<file path="config.mk">
export PLATFORM = sky130hd
export DESIGN_NAME = uart_alu_top
export DESIGN_NICKNAME = d
export VERILOG_FILES = /design/src/hdl/uart_alu_pkg.sv /design/src/hdl/baud_rate_generator.sv /design/src/hdl/uart_rx.sv /design/src/hdl/uart_tx.sv /design/src/hdl/alu.sv /design/src/hdl/interface_circuit.sv /design/src/hdl/uart_alu_top.sv
export SDC_FILE = /design/constraint.sdc
export NUM_CORES = 1
export LEC_CHECK = 0
export BUFFER_PORTS_ARGS = -buffer_cell sky130_fd_sc_hd__buf_2
export CAP_MARGIN = 10
export CORE_AREA = 2 2 95 97
export DETAILED_ROUTE_END_ITERATION = 8
export DIE_AREA = 0 0 97 99
export PLACE_DENSITY_LB_ADDON = 0.08
export SYNTH_ARGS = -nofsm -noshare
export SYNTH_HDL_FRONTEND = slang
export SYNTH_SLANG_ARGS = --single-unit
</file>
<file path="constraint.sdc">
create_clock -name i_clock -period 3 [get_ports i_clock]
set_input_delay 0.15 -clock i_clock [delete_from_list [all_inputs] [get_ports i_clock]]
set_output_delay 0.15 -clock i_clock [all_outputs]
set_load 0.005 [all_outputs]
</file>
<file path="src/hdl/uart_alu_pkg.sv">
package uart_alu_pkg;

  //////////////////////////////////////////////////////////////////////
  // Serial line timing.
  //////////////////////////////////////////////////////////////////////

  localparam int CLK_FREQ_HZ = 100_000_000;  // System clock.
  localparam int BAUD_RATE   = 115_200;      // Line rate.
  localparam int OVERSAMPLE  = 16;           // Ticks per bit.

  // Clocks per oversample tick, truncated.
  localparam int BAUD_DIV    = CLK_FREQ_HZ / (BAUD_RATE * OVERSAMPLE);

  localparam int STOP_BITS   = 2;            // Stop bits on transmit.
  localparam int DATA_W      = 8;            // Bits per frame payload.

  //////////////////////////////////////////////////////////////////////
  // Data types.
  //////////////////////////////////////////////////////////////////////

  typedef logic [DATA_W-1:0] data_t;         // Serial byte, operand or result.
  typedef logic [7:0]        opcode_t;       // ALU function select.

  // One complete command for the ALU.
  typedef struct packed {
    opcode_t opcode;                         // Third byte received.
    data_t   a;                              // First byte received.
    data_t   b;                              // Second byte received.
  } alu_req_t;

  //////////////////////////////////////////////////////////////////////
  // Opcodes.
  //////////////////////////////////////////////////////////////////////

  // Arithmetic.
  localparam opcode_t OP_ADD = 8'h20;
  localparam opcode_t OP_SUB = 8'h22;
  // Bitwise logic.
  localparam opcode_t OP_AND = 8'h24;
  localparam opcode_t OP_OR  = 8'h25;
  localparam opcode_t OP_XOR = 8'h26;
  localparam opcode_t OP_NOR = 8'h27;
  // Right shifts of a by b.
  localparam opcode_t OP_SRL = 8'h02;
  localparam opcode_t OP_SRA = 8'h03;

endpackage

</file>
<file path="src/hdl/baud_rate_generator.sv">
`timescale 1ns/1ns

module baud_rate_generator
  import uart_alu_pkg::*;
(
  input  logic i_clock,   // System clock.
  input  logic i_arst_n,  // Async reset, active low.
  output logic o_tick     // One clock every BAUD_DIV clocks.
);

  // Free running divider.
  logic [$clog2(BAUD_DIV)-1:0] div_cnt;
  logic                        wrap;

  assign wrap = (div_cnt == BAUD_DIV - 1);  // Last clock of the period.

  always_ff @(posedge i_clock or negedge i_arst_n) begin
    if (!i_arst_n) begin
      div_cnt <= '0;
      o_tick  <= 1'b0;
    end else begin
      o_tick <= wrap;                       // Registered, single cycle.
      if (wrap) begin
        div_cnt <= '0;
      end else begin
        div_cnt <= div_cnt + 1'b1;
      end
    end
  end

endmodule

</file>
<file path="src/hdl/uart_rx.sv">
`timescale 1ns/1ns

module uart_rx
  import uart_alu_pkg::*;
(
  input  logic  i_clock,   // System clock.
  input  logic  i_arst_n,  // Async reset, active low.
  input  logic  i_tick,    // 16x oversample tick.
  input  logic  i_rxd,     // Serial in, idles high.
  output logic  o_valid,   // One cycle per good frame.
  output data_t o_data     // Received byte.
);

  typedef enum logic [1:0] {
    ST_IDLE,
    ST_START,
    ST_DATA,
    ST_STOP
  } rx_state_t;

  rx_state_t                     state;
  logic [1:0]                    rxd_sync;   // Metastability chain.
  logic                          rxd_s;
  logic [$clog2(OVERSAMPLE)-1:0] tick_cnt;   // Ticks within a bit.
  logic [$clog2(DATA_W)-1:0]     bit_cnt;    // Data bit index.
  data_t                         shreg;      // LSB first shifter.
  logic                          bit_mid;

  assign rxd_s   = rxd_sync[1];
  assign bit_mid = i_tick && (tick_cnt == OVERSAMPLE - 1);  // One bit after last sample.
  assign o_data  = shreg;

  //////////////////////////////////////////////////////////////////////
  // Input synchroniser.
  //////////////////////////////////////////////////////////////////////

  always_ff @(posedge i_clock or negedge i_arst_n) begin
    if (!i_arst_n) begin
      rxd_sync <= 2'b11;                       // Line idle.
    end else begin
      rxd_sync <= {rxd_sync[0], i_rxd};
    end
  end

  //////////////////////////////////////////////////////////////////////
  // Frame FSM.
  //////////////////////////////////////////////////////////////////////

  always_ff @(posedge i_clock or negedge i_arst_n) begin
    if (!i_arst_n) begin
      state    <= ST_IDLE;
      tick_cnt <= '0;
      bit_cnt  <= '0;
      o_valid  <= 1'b0;
    end else begin
      o_valid <= 1'b0;                         // Pulse only.
      case (state)
        ST_IDLE: begin
          if (!rxd_s) begin                    // Falling start edge.
            state    <= ST_START;
            tick_cnt <= '0;
          end
        end
        ST_START: begin
          if (i_tick) begin
            if (tick_cnt == OVERSAMPLE / 2 - 1) begin
              // Middle of start bit, low again means a real frame.
              tick_cnt <= '0;
              bit_cnt  <= '0;
              state    <= rxd_s ? ST_IDLE : ST_DATA;
            end else begin
              tick_cnt <= tick_cnt + 1'b1;
            end
          end
        end
        ST_DATA: begin
          if (i_tick) begin
            tick_cnt <= tick_cnt + 1'b1;       // Wraps at OVERSAMPLE.
            if (bit_mid) begin
              if (bit_cnt == DATA_W - 1) begin
                state <= ST_STOP;
              end else begin
                bit_cnt <= bit_cnt + 1'b1;
              end
            end
          end
        end
        ST_STOP: begin
          if (i_tick) begin
            tick_cnt <= tick_cnt + 1'b1;
            if (bit_mid) begin
              o_valid <= rxd_s;                // Low stop bit drops the byte.
              state   <= ST_IDLE;
            end
          end
        end
        default: state <= ST_IDLE;
      endcase
    end
  end

  // Data shifter.
  always_ff @(posedge i_clock) begin
    if (state == ST_DATA && bit_mid) begin
      shreg <= {rxd_s, shreg[DATA_W-1:1]};     // LSB arrives first.
    end
  end

endmodule

</file>
<file path="src/hdl/uart_tx.sv">
`timescale 1ns/1ns

module uart_tx
  import uart_alu_pkg::*;
(
  input  logic  i_clock,   // System clock.
  input  logic  i_arst_n,  // Async reset, active low.
  input  logic  i_tick,    // 16x oversample tick.
  input  logic  i_valid,   // Byte offered.
  output logic  o_ready,   // High only when idle.
  input  data_t i_data,    // Byte to send.
  output logic  o_txd      // Serial out, idles high.
);

  typedef enum logic [1:0] {
    ST_IDLE,
    ST_ALIGN,                                  // Wait for the first tick.
    ST_SEND
  } tx_state_t;

  tx_state_t                             state;
  logic [DATA_W+STOP_BITS:0]             shreg;     // Start, data, stop bits.
  logic [$clog2(OVERSAMPLE)-1:0]         tick_cnt;
  logic [$clog2(DATA_W+STOP_BITS+1)-1:0] bit_cnt;   // Bit index in frame.
  logic                                  fire, bit_end, last_bit, shift_en;

  assign o_ready  = (state == ST_IDLE);
  assign fire     = i_valid && o_ready;                      // Handshake.
  assign bit_end  = i_tick && (tick_cnt == OVERSAMPLE - 1);
  assign last_bit = (bit_cnt == DATA_W + STOP_BITS);         // Final stop bit.
  assign shift_en = (state == ST_ALIGN && i_tick) ||
                    (state == ST_SEND && bit_end && !last_bit);

  // Control path.
  always_ff @(posedge i_clock or negedge i_arst_n) begin
    if (!i_arst_n) begin
      state    <= ST_IDLE;
      tick_cnt <= '0;
      bit_cnt  <= '0;
      o_txd    <= 1'b1;                        // Mark.
    end else begin
      if (shift_en) begin
        o_txd <= shreg[0];                     // Next bit onto the line.
      end
      case (state)
        ST_IDLE: begin
          if (fire) state <= ST_ALIGN;
        end
        ST_ALIGN: begin
          if (i_tick) begin                    // Start bit begins here.
            tick_cnt <= '0;
            bit_cnt  <= '0;
            state    <= ST_SEND;
          end
        end
        ST_SEND: begin
          if (i_tick) tick_cnt <= tick_cnt + 1'b1;
          if (bit_end) begin
            if (last_bit) begin
              o_txd <= 1'b1;
              state <= ST_IDLE;                // Ready again.
            end else begin
              bit_cnt <= bit_cnt + 1'b1;
            end
          end
        end
        default: state <= ST_IDLE;
      endcase
    end
  end

  // Frame shifter.
  always_ff @(posedge i_clock) begin
    if (fire) begin
      shreg <= {{STOP_BITS{1'b1}}, i_data, 1'b0};
    end else if (shift_en) begin
      shreg <= {1'b1, shreg[DATA_W+STOP_BITS:1]};  // Mark fills from the top.
    end
  end

endmodule

</file>
<file path="src/hdl/alu.sv">
`timescale 1ns/1ns

module alu
  import uart_alu_pkg::*;
(
  input  alu_req_t i_req,     // Opcode and two operands.
  output data_t    o_result   // Combinational result.
);

  // Shift distance from b.
  logic [$clog2(DATA_W)-1:0] shamt;

  assign shamt = i_req.b[$clog2(DATA_W)-1:0];  // Low bits only.

  //////////////////////////////////////////////////////////////////////
  // Opcode decode.
  //////////////////////////////////////////////////////////////////////

  always_comb begin
    case (i_req.opcode)
      OP_ADD: begin
        o_result = i_req.a + i_req.b;          // Carry dropped.
      end
      OP_SUB: begin
        o_result = i_req.a - i_req.b;          // Borrow dropped.
      end
      OP_AND: o_result = i_req.a & i_req.b;
      OP_OR:  o_result = i_req.a | i_req.b;
      OP_XOR: o_result = i_req.a ^ i_req.b;
      OP_NOR: o_result = ~(i_req.a | i_req.b);
      OP_SRL: begin
        o_result = i_req.a >> shamt;           // Zero fill.
      end
      OP_SRA: begin
        // Sign bit of a fills from the left.
        o_result = data_t'($signed(i_req.a) >>> shamt);
      end
      default: begin
        o_result = '0;                         // Unknown opcode.
      end
    endcase
  end

endmodule

</file>
<file path="src/hdl/interface_circuit.sv">
`timescale 1ns/1ns

module interface_circuit
  import uart_alu_pkg::*;
(
  input  logic       i_clock,     // System clock.
  input  logic       i_arst_n,    // Async reset, active low.
  input  logic       i_rx_valid,  // One cycle per received byte.
  input  data_t      i_rx_data,   // Received byte.
  input  data_t      i_result,    // ALU output.
  output alu_req_t   o_req,       // Command to the ALU.
  output logic       o_tx_valid,  // Result waiting for the transmitter.
  input  logic       i_tx_ready,  // Transmitter idle.
  output data_t      o_tx_data,   // Result byte.
  output logic [3:0] o_leds       // Low nibble of last byte.
);

  logic [1:0] byte_cnt;           // 0 a, 1 b, 2 opcode.
  alu_req_t   req_q;              // Command registers.
  logic       calc_pend;          // Opcode written, result not yet taken.
  logic       tx_fire;
  logic       load_res;

  assign o_req    = req_q;
  assign tx_fire  = o_tx_valid && i_tx_ready;
  // Take the result once the output register is free.
  assign load_res = calc_pend && (!o_tx_valid || tx_fire);

  //////////////////////////////////////////////////////////////////////
  // Byte collection.
  //////////////////////////////////////////////////////////////////////

  always_ff @(posedge i_clock or negedge i_arst_n) begin
    if (!i_arst_n) begin
      byte_cnt <= '0;
      o_leds   <= '0;
    end else if (i_rx_valid) begin
      o_leds <= i_rx_data[3:0];               // Every byte shows.
      if (byte_cnt == 2'd2) begin
        byte_cnt <= '0;                        // Command complete.
      end else begin
        byte_cnt <= byte_cnt + 1'b1;
      end
    end
  end

  // Operand and opcode registers.
  always_ff @(posedge i_clock) begin
    if (i_rx_valid) begin
      case (byte_cnt)
        2'd0:    req_q.a      <= i_rx_data;
        2'd1:    req_q.b      <= i_rx_data;
        default: req_q.opcode <= i_rx_data;  // Starts the ALU.
      endcase
    end
  end

  //////////////////////////////////////////////////////////////////////
  // Result register and handshake.
  //////////////////////////////////////////////////////////////////////

  always_ff @(posedge i_clock or negedge i_arst_n) begin
    if (!i_arst_n) begin
      calc_pend  <= 1'b0;
      o_tx_valid <= 1'b0;
    end else begin
      if (tx_fire) begin
        o_tx_valid <= 1'b0;                    // Transmitter took it.
      end
      if (load_res) begin
        o_tx_valid <= 1'b1;                    // ALU settled a cycle ago.
        calc_pend  <= 1'b0;
      end
      if (i_rx_valid && byte_cnt == 2'd2) begin
        calc_pend <= 1'b1;
      end
    end
  end

  // Held stable until the handshake.
  always_ff @(posedge i_clock) begin
    if (load_res) begin
      o_tx_data <= i_result;
    end
  end

endmodule

</file>
<file path="src/hdl/uart_alu_top.sv">
`timescale 1ns/1ns

module uart_alu_top
  import uart_alu_pkg::*;
(
  input  logic       i_clock,   // 100 MHz system clock.
  input  logic       i_arst_n,  // Async reset, active low.
  input  logic       i_rxd,     // Serial from host.
  output logic       o_txd,     // Serial to host.
  output logic [3:0] o_leds     // Status nibble.
);

  //////////////////////////////////////////////////////////////////////
  // Interconnect.
  //////////////////////////////////////////////////////////////////////

  logic     tick;               // Shared 16x tick.
  logic     rx_valid;
  data_t    rx_data;
  alu_req_t req;                // Collector to ALU.
  data_t    result;             // ALU to collector.
  logic     tx_valid, tx_ready;
  data_t    tx_data;

  baud_rate_generator u_baud_rate_generator (
    .i_clock  (i_clock),
    .i_arst_n (i_arst_n),
    .o_tick   (tick)
  );

  // Host to design.
  uart_rx u_uart_rx (
    .i_clock  (i_clock),
    .i_arst_n (i_arst_n),
    .i_tick   (tick),
    .i_rxd    (i_rxd),
    .o_valid  (rx_valid),
    .o_data   (rx_data)
  );

  interface_circuit u_interface_circuit (
    .i_clock    (i_clock),
    .i_arst_n   (i_arst_n),
    .i_rx_valid (rx_valid),
    .i_rx_data  (rx_data),
    .i_result   (result),
    .o_req      (req),
    .o_tx_valid (tx_valid),
    .i_tx_ready (tx_ready),
    .o_tx_data  (tx_data),
    .o_leds     (o_leds)
  );

  alu u_alu (
    .i_req    (req),
    .o_result (result)
  );

  // Design to host.
  uart_tx u_uart_tx (
    .i_clock  (i_clock),
    .i_arst_n (i_arst_n),
    .i_tick   (tick),
    .i_valid  (tx_valid),
    .o_ready  (tx_ready),
    .i_data   (tx_data),
    .o_txd    (o_txd)
  );

endmodule

</file>
==> out/metrics.csv, run 1 <==
metric,value,unit
outcome,finished clean,
ys_types,62,
fin_setup_tns,0,ns
comb_power_share,0.006,
dieHeight,99,um
wire_per_inst,15.6,um
mostFrequentLayoutCell,edfxtp_1,
rsz0062_at_grt,false,
hold_class,register to register,
wirelength,8730,um
critPathKind,register to register,
fin_util,0.603,
grt.total_usage,0.197,
vias_per_cell,5.74,
first_global_vias,3120,
ys_ff_latch,87,
leakagePower,2.11,nW
diodes,0,
powerDensity,388,nW/um^2
die_area,9600,um^2
seqPwrFrac,0.626,
timing.final.crit_share,0.933,
finalWeightedCongestion,0.913,
postCtsSetupBuffers,0,
postSynthAreaPerCell,11.2,um^2
syn-num-nets,466,
worst_pin_slew,0.828,ns
layout_common_cells,"edfxtp_1, dfrtp_1, nor2_1",
grt_pass1_wl,15100,um
ys_seq_area_frac,0.504,
drive_above_1_share,0.120,
numCtsBuffers,9,
period_minus_slack,2.80,ns
pwr-share-clk,0.367,
cap_violations,0,
area_growth,7.49,%
peakVddDrop,334,uV
cts_root_buf,clkbuf_8,
setup_viol_count_final,0,
max_clock_freq,357,MHz
first_pass_iters,4,
ios,8,
synthArstFlopShare,0.437,
holdWs,0.362,ns
overflow,0,
nNetsFinal,481,
p_total,0.00200,W
finalMaxSlewViolations,0,
grt_max_degree,39,
initial_core_util,0.561,
power.switching,0.000443,W
first_iter_violations,211,
worstSkewPairLatency,0.36,ns
critPathArrivalTime,2.91,ns
intPower,0.00156,W
worst-path-max-fanout,6,
place_hpwl,6280,um
slew_headroom,0.448,
cts_tree,built,
fill_cells,710,
required,3.11,ns
core-area,8550,um^2
synth-main-ff-cell,edfxtp_1,
clk_path_buf_depth,2,
path_clk_slew,0.09,ns
remaining_drc_errors,0,
synth_edf_count,48,
std_cell_rows,34,
h-tree-depth,3,
synth_area,4800,um^2
via_count,3205,
io_buffers,7,
swShare,0.221,
yosys_warnings,0,
final_antenna_net_count,0,
die_x,97,um
worst_setup_path_end_kind,register,
fin_skew,0.0135,ns
hold_viol,0,
start_kind,register,
grt_antenna_before_repair,0,
netlist_instances,430,
cts.sinks,87,
[power groups by stage]
stage               Combinational, W  Sequential [W]  Clock, W
finish                     0.0000128         0.00125  0.000736
global route               0.0000161         0.00125  0.000802
CTS                        0.0000140         0.00125  0.000755
detailed placement         0.0000121         0.00128         0
global placement           0.0000119         0.00128         0
floorplan                0.000000330         0.00128         0
[sequential cells by signal (all words and copies together) (netlist names), 2 cells and up, named ones only]
| signal | flops |
|---|---|
| u_uart_rx.rxd_sync | 2 |
| u_interface_circuit.o_leds | 4 |
| u_interface_circuit.byte_cnt | 2 |
| u_interface_circuit.o_tx_data | 8 |
| u_uart_rx.bit_cnt | 3 |
| u_uart_tx.shreg | 9 |
| u_uart_tx.tick_cnt | 4 |
| u_uart_rx.o_data | 8 |
| u_uart_tx.bit_cnt | 4 |
| u_baud_rate_generator.div_cnt | 6 |
| u_interface_circuit.o_req | 24 |
| u_uart_rx.tick_cnt | 4 |
| u_uart_tx.state | 2 |
[timing repair]
item | CTS | global route
hold buffers | 2 | 0
gates resized for setup | 0 | 3
endpoints found under the setup margin | 0 | 2
endpoints found under the hold margin | 36 | 0
[synthesized netlist by cell type (all sizes together) (4+ instances only)]
master | instances | share of area
xnor2 | 13 | 0.024
a211oi | 6 | 0.0094
o21a | 5 | 0.0078
nor2 | 34 | 0.027
mux2 | 6 | 0.014
inv | 30 | 0.023
nand2b | 6 | 0.0078
nor2b | 6 | 0.0078
nand2 | 32 | 0.025
o21ai | 27 | 0.029
nor3 | 10 | 0.011
clkbuf | 7 | 0.0076
nand3 | 8 | 0.0083
ha | 32 | 0.083
o31ai | 5 | 0.0078
a22o | 7 | 0.013
o211ai | 7 | 0.011
mux2i | 13 | 0.027
xor2 | 9 | 0.016
buf | 6 | 0.0073
edfxtp | 48 | 0.30
a21oi | 19 | 0.020
nand4 | 4 | 0.0052
o221ai | 4 | 0.0073
a22oi | 4 | 0.0063
dfrtp | 35 | 0.18
[layout make-up]
cell class	instances	area, um^2	area share
sequential	87	2420	0.469
inverter	30	113	0.0218
clock inverter	6	45.0	0.00874
tap	108	135	0.0262
multi-input combinational	300	2200	0.428
clock buffer	10	128	0.0248
timing repair buffer	17	115	0.0223
[kinds of logic (layout without fill, tap and decap cells)]
logic type / count (synthesis) / count (layout) / synth area share
fa+ha+maj: 33 / 33 / 0.0876
flops: 87 / 87 / 0.504
xor+xnor: 22 / 22 / 0.0402
simple gates: 123 / 123 / 0.136
compound gates: 100 / 100 / 0.139
buf+inv: 43 / 63 / 0.0383
mux: 22 / 22 / 0.0553
[critical path: stages, from the launching register on]
cell	delay (ns)
edfxtp_1	0.43
nor4_4	0.41
nand2_2	0.15
o21ai_0	0.13
xnor2_1	0.15
ha_1	0.28
a21o_1	0.18
or3_1	0.30
o22ai_1	0.16
nor4_1	0.06
or3_1	0.31
[stage by stage]
| stage | instances | area [um^2] | setup WS (ns) |
|---|---|---|---|
| after floorplan | 430 | 4800 | 0.224 |
| after global placement | 540 | 4960 | 0.222 |
| after detailed placement | 540 | 4960 | 0.129 |
| after CTS | 558 | 5150 | 0.115 |
| after global routing | 558 | 5160 | 0.0205 |
| final | 558 | 5160 | 0.202 |
[path summary, 6_finish.rpt]
path | startpoint | to | slack [ns] | depth (start not counted)
setup / recovery | u_interface_circuit.o_req[22]$_DFFE_PP_ | u_interface_circuit.o_tx_data[7]$_DFFE_PP_ | 0.20 | 10
hold / removal | u_uart_rx.rxd_sync[0]$_DFF_PN1_ | u_uart_rx.rxd_sync[1]$_DFF_PN1_ | 0.36 | 0
setup reg to reg | u_interface_circuit.o_req[22]$_DFFE_PP_ | u_interface_circuit.o_tx_data[7]$_DFFE_PP_ | 0.20 | 10
hold reg to reg | u_uart_rx.rxd_sync[0]$_DFF_PN1_ | u_uart_rx.rxd_sync[1]$_DFF_PN1_ | 0.36 | 0
max in group asynchronous | i_arst_n | u_interface_circuit.o_leds[0]$_DFFE_PN0P_ | 2.04 | 2
min in group asynchronous | i_arst_n | u_baud_rate_generator.div_cnt[5]$_DFF_PN0_ | 0.42 | 2
[layer usage]
metal  global-route usage  routed length [um]  vias up
li1                     -                   -     1603
met1                0.268                4220     1546
met2                0.318                4140       46
met3               0.0284                 246       10
met4               0.0845                 127        0
met5                    0                   0        -
Power figures use the tool's default switching activity.
==> inputs of run 2 (changes only) <==
--- a/config.mk
+++ b/config.mk
@@ -10,7 +10,8 @@
 export CORE_AREA = 2 2 95 97
 export DETAILED_ROUTE_END_ITERATION = 8
 export DIE_AREA = 0 0 97 99
-export PLACE_DENSITY_LB_ADDON = 0.08
+export PLACE_DENSITY = 0.72
+export SKIP_LAST_GASP = 1
 export SYNTH_ARGS = -nofsm -noshare
 export SYNTH_HDL_FRONTEND = slang
 export SYNTH_SLANG_ARGS = --single-unit
==> run 2 against run 1 <==
Clock power increased by 9.9%. Final cell count increased by 0.18%. Sequential share of layout area fell by 0.23 points. Maximum frequency barely moved. Critical endpoint unchanged. Largest cell class unchanged. Highest routed layer unchanged.
==> out/metrics.csv, run 2 (same netlist as run 1, synthesis figures left out) <==
metric,value,unit,change
outcome,finished clean,,unchanged
h-tree-depth,3,,unchanged
powerDensity,401,nW/um^2,was 388 nW/um^2
first_global_vias,3095,,"was 3,120"
wire_per_inst,15.8,um,was 15.6 um
swShare,0.208,,was 0.221
fin_util,0.606,,was 0.603
critPathArrivalTime,2.90,ns,was 2.91 ns
fill_cells,677,,was 710
power.switching,0.000431,W,was 0.000443 W
period_minus_slack,2.80,ns,about the same
std_cell_rows,34,,unchanged
wirelength,8840,um,was 8730 um
via_count,3247,,"was 3,205"
peakVddDrop,367,uV,was 334 uV
cts_tree,built,,unchanged
max_clock_freq,357,MHz,about the same
io_buffers,7,,unchanged
start_kind,register,,unchanged
wl_met1,4020,um,was 4220 um
diodes,0,,unchanged
grt_pass1_wl,15200,um,"was 15,100 um"
rr_worst_depth,10,,unchanged
final_antenna_net_count,0,,unchanged
rr_endpoint,u_interface_circuit.o_tx_data[7]$_DFFE_PP_,,unchanged
required,3.10,ns,was 3.11 ns
cap_violations,0,,unchanged
pwr-share-clk,0.390,,was 0.367
slew_headroom,0.443,,was 0.448
met3_length,256,um,was 246 um
worst-path-max-fanout,4,,was 6
first_pass_iters,4,,unchanged
grt_max_degree,39,,unchanged
place_inst,540,,unchanged
finalWeightedCongestion,0.882,,was 0.913
initial_core_util,0.561,,unchanged
hold_class,register to register,,unchanged
hold_viol,0,,unchanged
crit_slowest_cell,edfxtp_1,,unchanged
worstPathCellList,nor4_4 > and2_1 > nor2_1 > xnor2_1 > ha_1 > a21o_1 > or3_1 > o22ai_1 > nor4_1 > or3_1,,was nor4_4 > nand2_2 > o21ai_0 > xnor2_1 > ha_1 > a21o_1 > or3_1 > o22ai_1 > nor4_1 > or3_1
path_clk_slew,0.09,ns,about the same
cts.sinks,87,,unchanged
place_hpwl,6320,um,was 6280 um
overflow,0,,unchanged
layout_common_cells,"edfxtp_1, dfrtp_1, nor2_1",,unchanged
top_layer,met4,,unchanged
cpPeakStageDelay,0.44,ns,was 0.43 ns
wl_met2,4340,um,was 4140 um
timing.final.crit_share,0.933,,about the same
remaining_drc_errors,0,,unchanged
cts_root_buf,clkbuf_8,,unchanged
finalMaxSlewViolations,0,,unchanged
nNetsFinal,482,,was 481
startpoint,u_interface_circuit.o_req[22]$_DFFE_PP_,,unchanged
reg2reg_slack,0.20,ns,about the same
worst_setup_path_end_kind,register,,unchanged
dieHeight,99,um,unchanged
cp-endpoint,u_interface_circuit.o_tx_data[7]$_DFFE_PP_,,unchanged
critPathTopFamily,simple AND/OR/NAND/NOR gates,,unchanged
seqPwrFrac,0.604,,was 0.626
vias_per_cell,5.81,,was 5.74
intPower,0.00164,W,was 0.00156 W
worstSkewPairLatency,0.36,ns,about the same
die_x,97,um,unchanged
r2r_start,u_interface_circuit.o_req[22]$_DFFE_PP_,,unchanged
path_depth,10,,unchanged
fin_cells,559,,was 558
setup_viol_count_final,0,,unchanged
comb_power_share,0.006,,about the same
path_buf_inv,0,,unchanged
rsz0062_at_grt,false,,unchanged
grt_antenna_before_repair,0,,unchanged
mostFrequentLayoutCell,edfxtp_1,,unchanged
core-area,8550,um^2,unchanged
worst_pin_slew,0.835,ns,was 0.828 ns
fin_skew,0.0121,ns,was 0.0135 ns
ios,8,,unchanged
die_area,9600,um^2,unchanged
holdWs,0.362,ns,about the same
first_iter_violations,271,,was 211
area_growth,8.01,%,was 7.49%
numCtsBuffers,9,,unchanged
fin_setup_tns,0,ns,unchanged
largest_reg_flops,24,,unchanged
grt.total_usage,0.197,,about the same
drive_above_1_share,0.120,,about the same
path_common_cell,or3_1,,unchanged
leakagePower,2.12,nW,was 2.11 nW
critPathKind,register to register,,unchanged
clk_path_buf_depth,2,,unchanged
run 2: cell types whose count changed in the layout (fill, tap and decap cells not counted), sizes merged:
cell    before  now
inv         31   32
bufinv       0    1
buf         15   16
clkinv       2    0
run 2: power by group through the flow:
stage / logic [W] / clock network, W / registers [W]
2_1_floorplan: 0.000000330 / 0 / 0.00128
3_3_place_gp: 0.0000118 / 0 / 0.00128
3_5_place_dp: 0.0000120 / 0 / 0.00128
4_1_cts: 0.0000139 / 0.000827 / 0.00125
5_1_grt: 0.0000156 / 0.000882 / 0.00125
6_report: 0.0000128 / 0.000809 / 0.00125
run 2: worst register-to-register path: stages (launching register included):
cell and delay, ns:
edfxtp_1 0.44, nor4_4 0.38, and2_1 0.24, nor2_1 0.07, xnor2_1 0.14, ha_1 0.24
a21o_1 0.20, or3_1 0.30, o22ai_1 0.17, nor4_1 0.06, or3_1 0.31
run 2: how the worst min path moves through the flow:
stage                                         start                               to  slack [ns]  cells after the start
floorplan                                  i_arst_n       asynchronous set/reset pin       -0.15                      0
global placement                              i_rxd  u_uart_rx.rxd_sync[0]$_DFF_PN1_        0.26                      1
detailed placement                            i_rxd  u_uart_rx.rxd_sync[0]$_DFF_PN1_        0.26                      1
CTS                 u_uart_rx.rxd_sync[0]$_DFF_PN1_  u_uart_rx.rxd_sync[1]$_DFF_PN1_        0.36                      0
global route        u_uart_rx.rxd_sync[0]$_DFF_PN1_  u_uart_rx.rxd_sync[1]$_DFF_PN1_        0.36                      0
finish              u_uart_rx.rxd_sync[0]$_DFF_PN1_  u_uart_rx.rxd_sync[1]$_DFF_PN1_        0.36                      0
run 2: metrics by stage:
stage / setup slack [ns] / area, um^2 / power [W]
global placement: 0.250 / 4960 / 0.00129
global route: 0.0281 / 5180 / 0.00215
detailed placement: 0.146 / 4960 / 0.00129
finish: 0.201 / 5180 / 0.00208
floorplan: 0.224 / 4800 / 0.00128
CTS: 0.120 / 5170 / 0.00210
run 2: layout make-up:
cell class | count | area [um^2] | area share
Clock buffer | 10 | 128 | 0.0246
Clock inverter | 6 | 67.6 | 0.0130
Inverter | 30 | 113 | 0.0217
Multi-Input combinational cell | 300 | 2200 | 0.425
Sequential cell | 87 | 2420 | 0.466
Tap cell | 108 | 135 | 0.0261
Timing Repair Buffer | 18 | 123 | 0.0237
run 2: metal layers:
metal,global-route usage,vias to the layer above
met3,0.0355,15
met4,0.0813,0
met2,0.323,57
li1,-,1596
met1,0.262,1579
met5,0,-
run 2: what timing repair did:
action	CTS	global route
hold buffers	2	0
gates resized for setup	0	2
setup buffers	0	1
hold endpoints to repair	36	0
endpoints found under the setup margin	0	2
==> inputs of run 3 (changes only) <==
--- a/config.mk
+++ b/config.mk
@@ -7,10 +7,11 @@
 export LEC_CHECK = 0
 export BUFFER_PORTS_ARGS = -buffer_cell sky130_fd_sc_hd__buf_2
 export CAP_MARGIN = 10
-export CORE_AREA = 2 2 95 97
+export CORE_AREA = 2 2 97 99
 export DETAILED_ROUTE_END_ITERATION = 8
-export DIE_AREA = 0 0 97 99
-export PLACE_DENSITY = 0.72
+export DIE_AREA = 0 0 99 101
+export PLACE_DENSITY = 0.69
+export REMOVE_ABC_BUFFERS = 1
 export SKIP_LAST_GASP = 1
 export SYNTH_ARGS = -nofsm -noshare
 export SYNTH_HDL_FRONTEND = slang
==> run 3 against run 2 <==
Setup slack got worse by 0.00053 ns. Clock skew rose by 0.0017 ns. Final cell count is 0.72% higher. Sequential power about the same. Global-route usage shrank 0.49 points. Final area about the same. Clock power fell by 4.8%. First-iteration DRC count shrank 31%. Flip-flop and latch count stayed put. Critical endpoint unchanged. Largest cell class unchanged.
==> out/metrics.csv, run 3 (same netlist as run 1, synthesis figures left out) <==
metric,value,unit,change
io_buffers,7,,unchanged
grt.total_usage,0.192,,was 0.197
cts_root_buf,clkbuf_8,,unchanged
worst_setup_path_end_kind,register,,unchanged
overflow,0,,unchanged
place_hpwl,6490,um,was 6320 um
mostFrequentLayoutCell,edfxtp_1,,unchanged
holdPathStages,0,,unchanged
wire_per_inst,15.7,um,was 15.8 um
remaining_drc_errors,0,,unchanged
die_area,10000,um^2,was 9600 um^2
dieHeight,101,um,was 99 um
via_count,3234,,"was 3,247"
cts_tree,built,,unchanged
max_clock_freq,357,MHz,about the same
finalWeightedCongestion,0.903,,was 0.882
fin_util,0.577,,was 0.606
worst_pin_slew,0.881,ns,was 0.835 ns
rsz0062_at_grt,false,,unchanged
powerDensity,393,nW/um^2,was 401 nW/um^2
hold_path_end,u_uart_rx.rxd_sync[1]$_DFF_PN1_,,unchanged
period_minus_slack,2.80,ns,about the same
finalMaxSlewViolations,0,,unchanged
largest_reg_flops,24,,unchanged
reg2reg_slack,0.20,ns,about the same
r2r_start,u_interface_circuit.o_req[22]$_DFFE_PP_,,unchanged
wl_met2,4190,um,was 4340 um
outcome,finished clean,,unchanged
worst-path-max-fanout,6,,was 4
worstHoldStart,u_uart_rx.rxd_sync[0]$_DFF_PN1_,,unchanged
numCtsBuffers,9,,unchanged
area_growth,8.03,%,was 8.01%
nNetsFinal,483,,was 482
top_layer,met4,,unchanged
rr_endpoint,u_interface_circuit.o_tx_data[7]$_DFFE_PP_,,unchanged
rr_worst_depth,10,,unchanged
peakVddDrop,245,uV,was 367 uV
grt_max_degree,39,,unchanged
critPathKind,register to register,,unchanged
diodes,0,,unchanged
wl_met1,4200,um,was 4020 um
slew_headroom,0.413,,was 0.443
setup_viol_count_final,0,,unchanged
drive_above_1_share,0.124,,was 0.120
final_antenna_net_count,0,,unchanged
worstSkewPairLatency,0.36,ns,about the same
fin_skew,0.0139,ns,was 0.0121 ns
required,3.10,ns,about the same
fin_setup_tns,0,ns,unchanged
clk_path_buf_depth,2,,unchanged
grt_antenna_before_repair,0,,unchanged
vias_per_cell,5.74,,was 5.81
die_x,99,um,was 97 um
h-tree-depth,3,,unchanged
hold_class,register to register,,unchanged
path_clk_slew,0.08,ns,was 0.09 ns
cap_violations,0,,unchanged
fin_ws,0.200,ns,was 0.201 ns
leakagePower,2.14,nW,was 2.12 nW
met3_length,337,um,was 256 um
first_pass_iters,4,,unchanged
layout_common_cells,"edfxtp_1, dfrtp_1, nor2_1",,unchanged
critPathArrivalTime,2.90,ns,about the same
initial_core_util,0.534,,was 0.561
first_iter_violations,186,,was 271
core-area,8980,um^2,was 8550 um^2
cts.sinks,87,,unchanged
place_ws,0.172,ns,was 0.146 ns
hold_viol,0,,unchanged
ios,8,,unchanged
grt_pass1_wl,15100,um,"was 15,200 um"
first_global_vias,3061,,"was 3,095"
wirelength,8850,um,was 8840 um
std_cell_rows,35,,was 34
start_kind,register,,unchanged
timing.final.crit_share,0.933,,about the same
==> run 3: cell type report <==
class	count	area, um^2
timing repair buffer	19	130
inverter	30	113
sequential	87	2420
fill	761	3790
clock inverter	5	40.0
clock buffer	11	145
multi-input combinational	300	2200
tap	111	139
==> run 3: power breakdown <==
group	internal [W]	switching, W	leakage (nW)
combinational	0.00000277	0.0000106	1.10
sequential	0.00125	0.00000161	0.939
clock	0.000342	0.000428	0.0981
total	0.00160	0.000440	2.14
==> run 3: worst max-delay path, cell delays in order (launching register included) <==
cell and delay, ns:
edfxtp_1 0.43, nor4_4 0.41, nand2_2 0.15, o21ai_0 0.13, xnor2_1 0.15, ha_1 0.28
a21o_1 0.18, or3_1 0.30, o22ai_1 0.16, nor4_1 0.06, or3_1 0.30
==> run 3: what timing repair did <==
| item | in CTS | in global routing |
|---|---|---|
| setup endpoints to repair | 0 | 2 |
| hold endpoints to repair | 36 | 0 |
| setup buffers | 0 | 1 |
| gates resized for setup | 0 | 2 |
| hold buffers | 2 | 0 |
==> run 3: how the worst max path moves through the flow <==
stage | from | endpoint | depth (start not counted)
after floorplan | u_interface_circuit.o_req[17]$_DFFE_PP_ | u_interface_circuit.o_tx_data[7]$_DFFE_PP_ | 10
after CTS | u_interface_circuit.o_req[19]$_DFFE_PP_ | u_interface_circuit.o_tx_data[7]$_DFFE_PP_ | 10
after global placement | u_interface_circuit.o_req[19]$_DFFE_PP_ | u_interface_circuit.o_tx_data[7]$_DFFE_PP_ | 10
after global routing | u_interface_circuit.o_req[20]$_DFFE_PP_ | u_interface_circuit.o_tx_data[7]$_DFFE_PP_ | 10
final | u_interface_circuit.o_req[22]$_DFFE_PP_ | u_interface_circuit.o_tx_data[7]$_DFFE_PP_ | 10
after detailed placement | u_interface_circuit.o_req[19]$_DFFE_PP_ | u_interface_circuit.o_tx_data[7]$_DFFE_PP_ | 10
==> run 3: per-stage QoR <==
stage | power (W) | instances | area (um^2) | hold WS, ns
finish | 0.00204 | 563 | 5180 | 0.366
global route | 0.00211 | 563 | 5180 | 0.370
CTS | 0.00206 | 562 | 5170 | 0.366
detailed placement | 0.00129 | 544 | 4970 | 0.260
global placement | 0.00129 | 544 | 4970 | 0.259
floorplan | 0.00128 | 417 | 4730 | -0.146
==> run 3: routing by layer <==
layer | vias up | global-route usage
li1 | 1609 | -
met1 | 1555 | 0.264
met2 | 60 | 0.311
met3 | 10 | 0.0395
met4 | 0 | 0.0569
met5 | - | 0
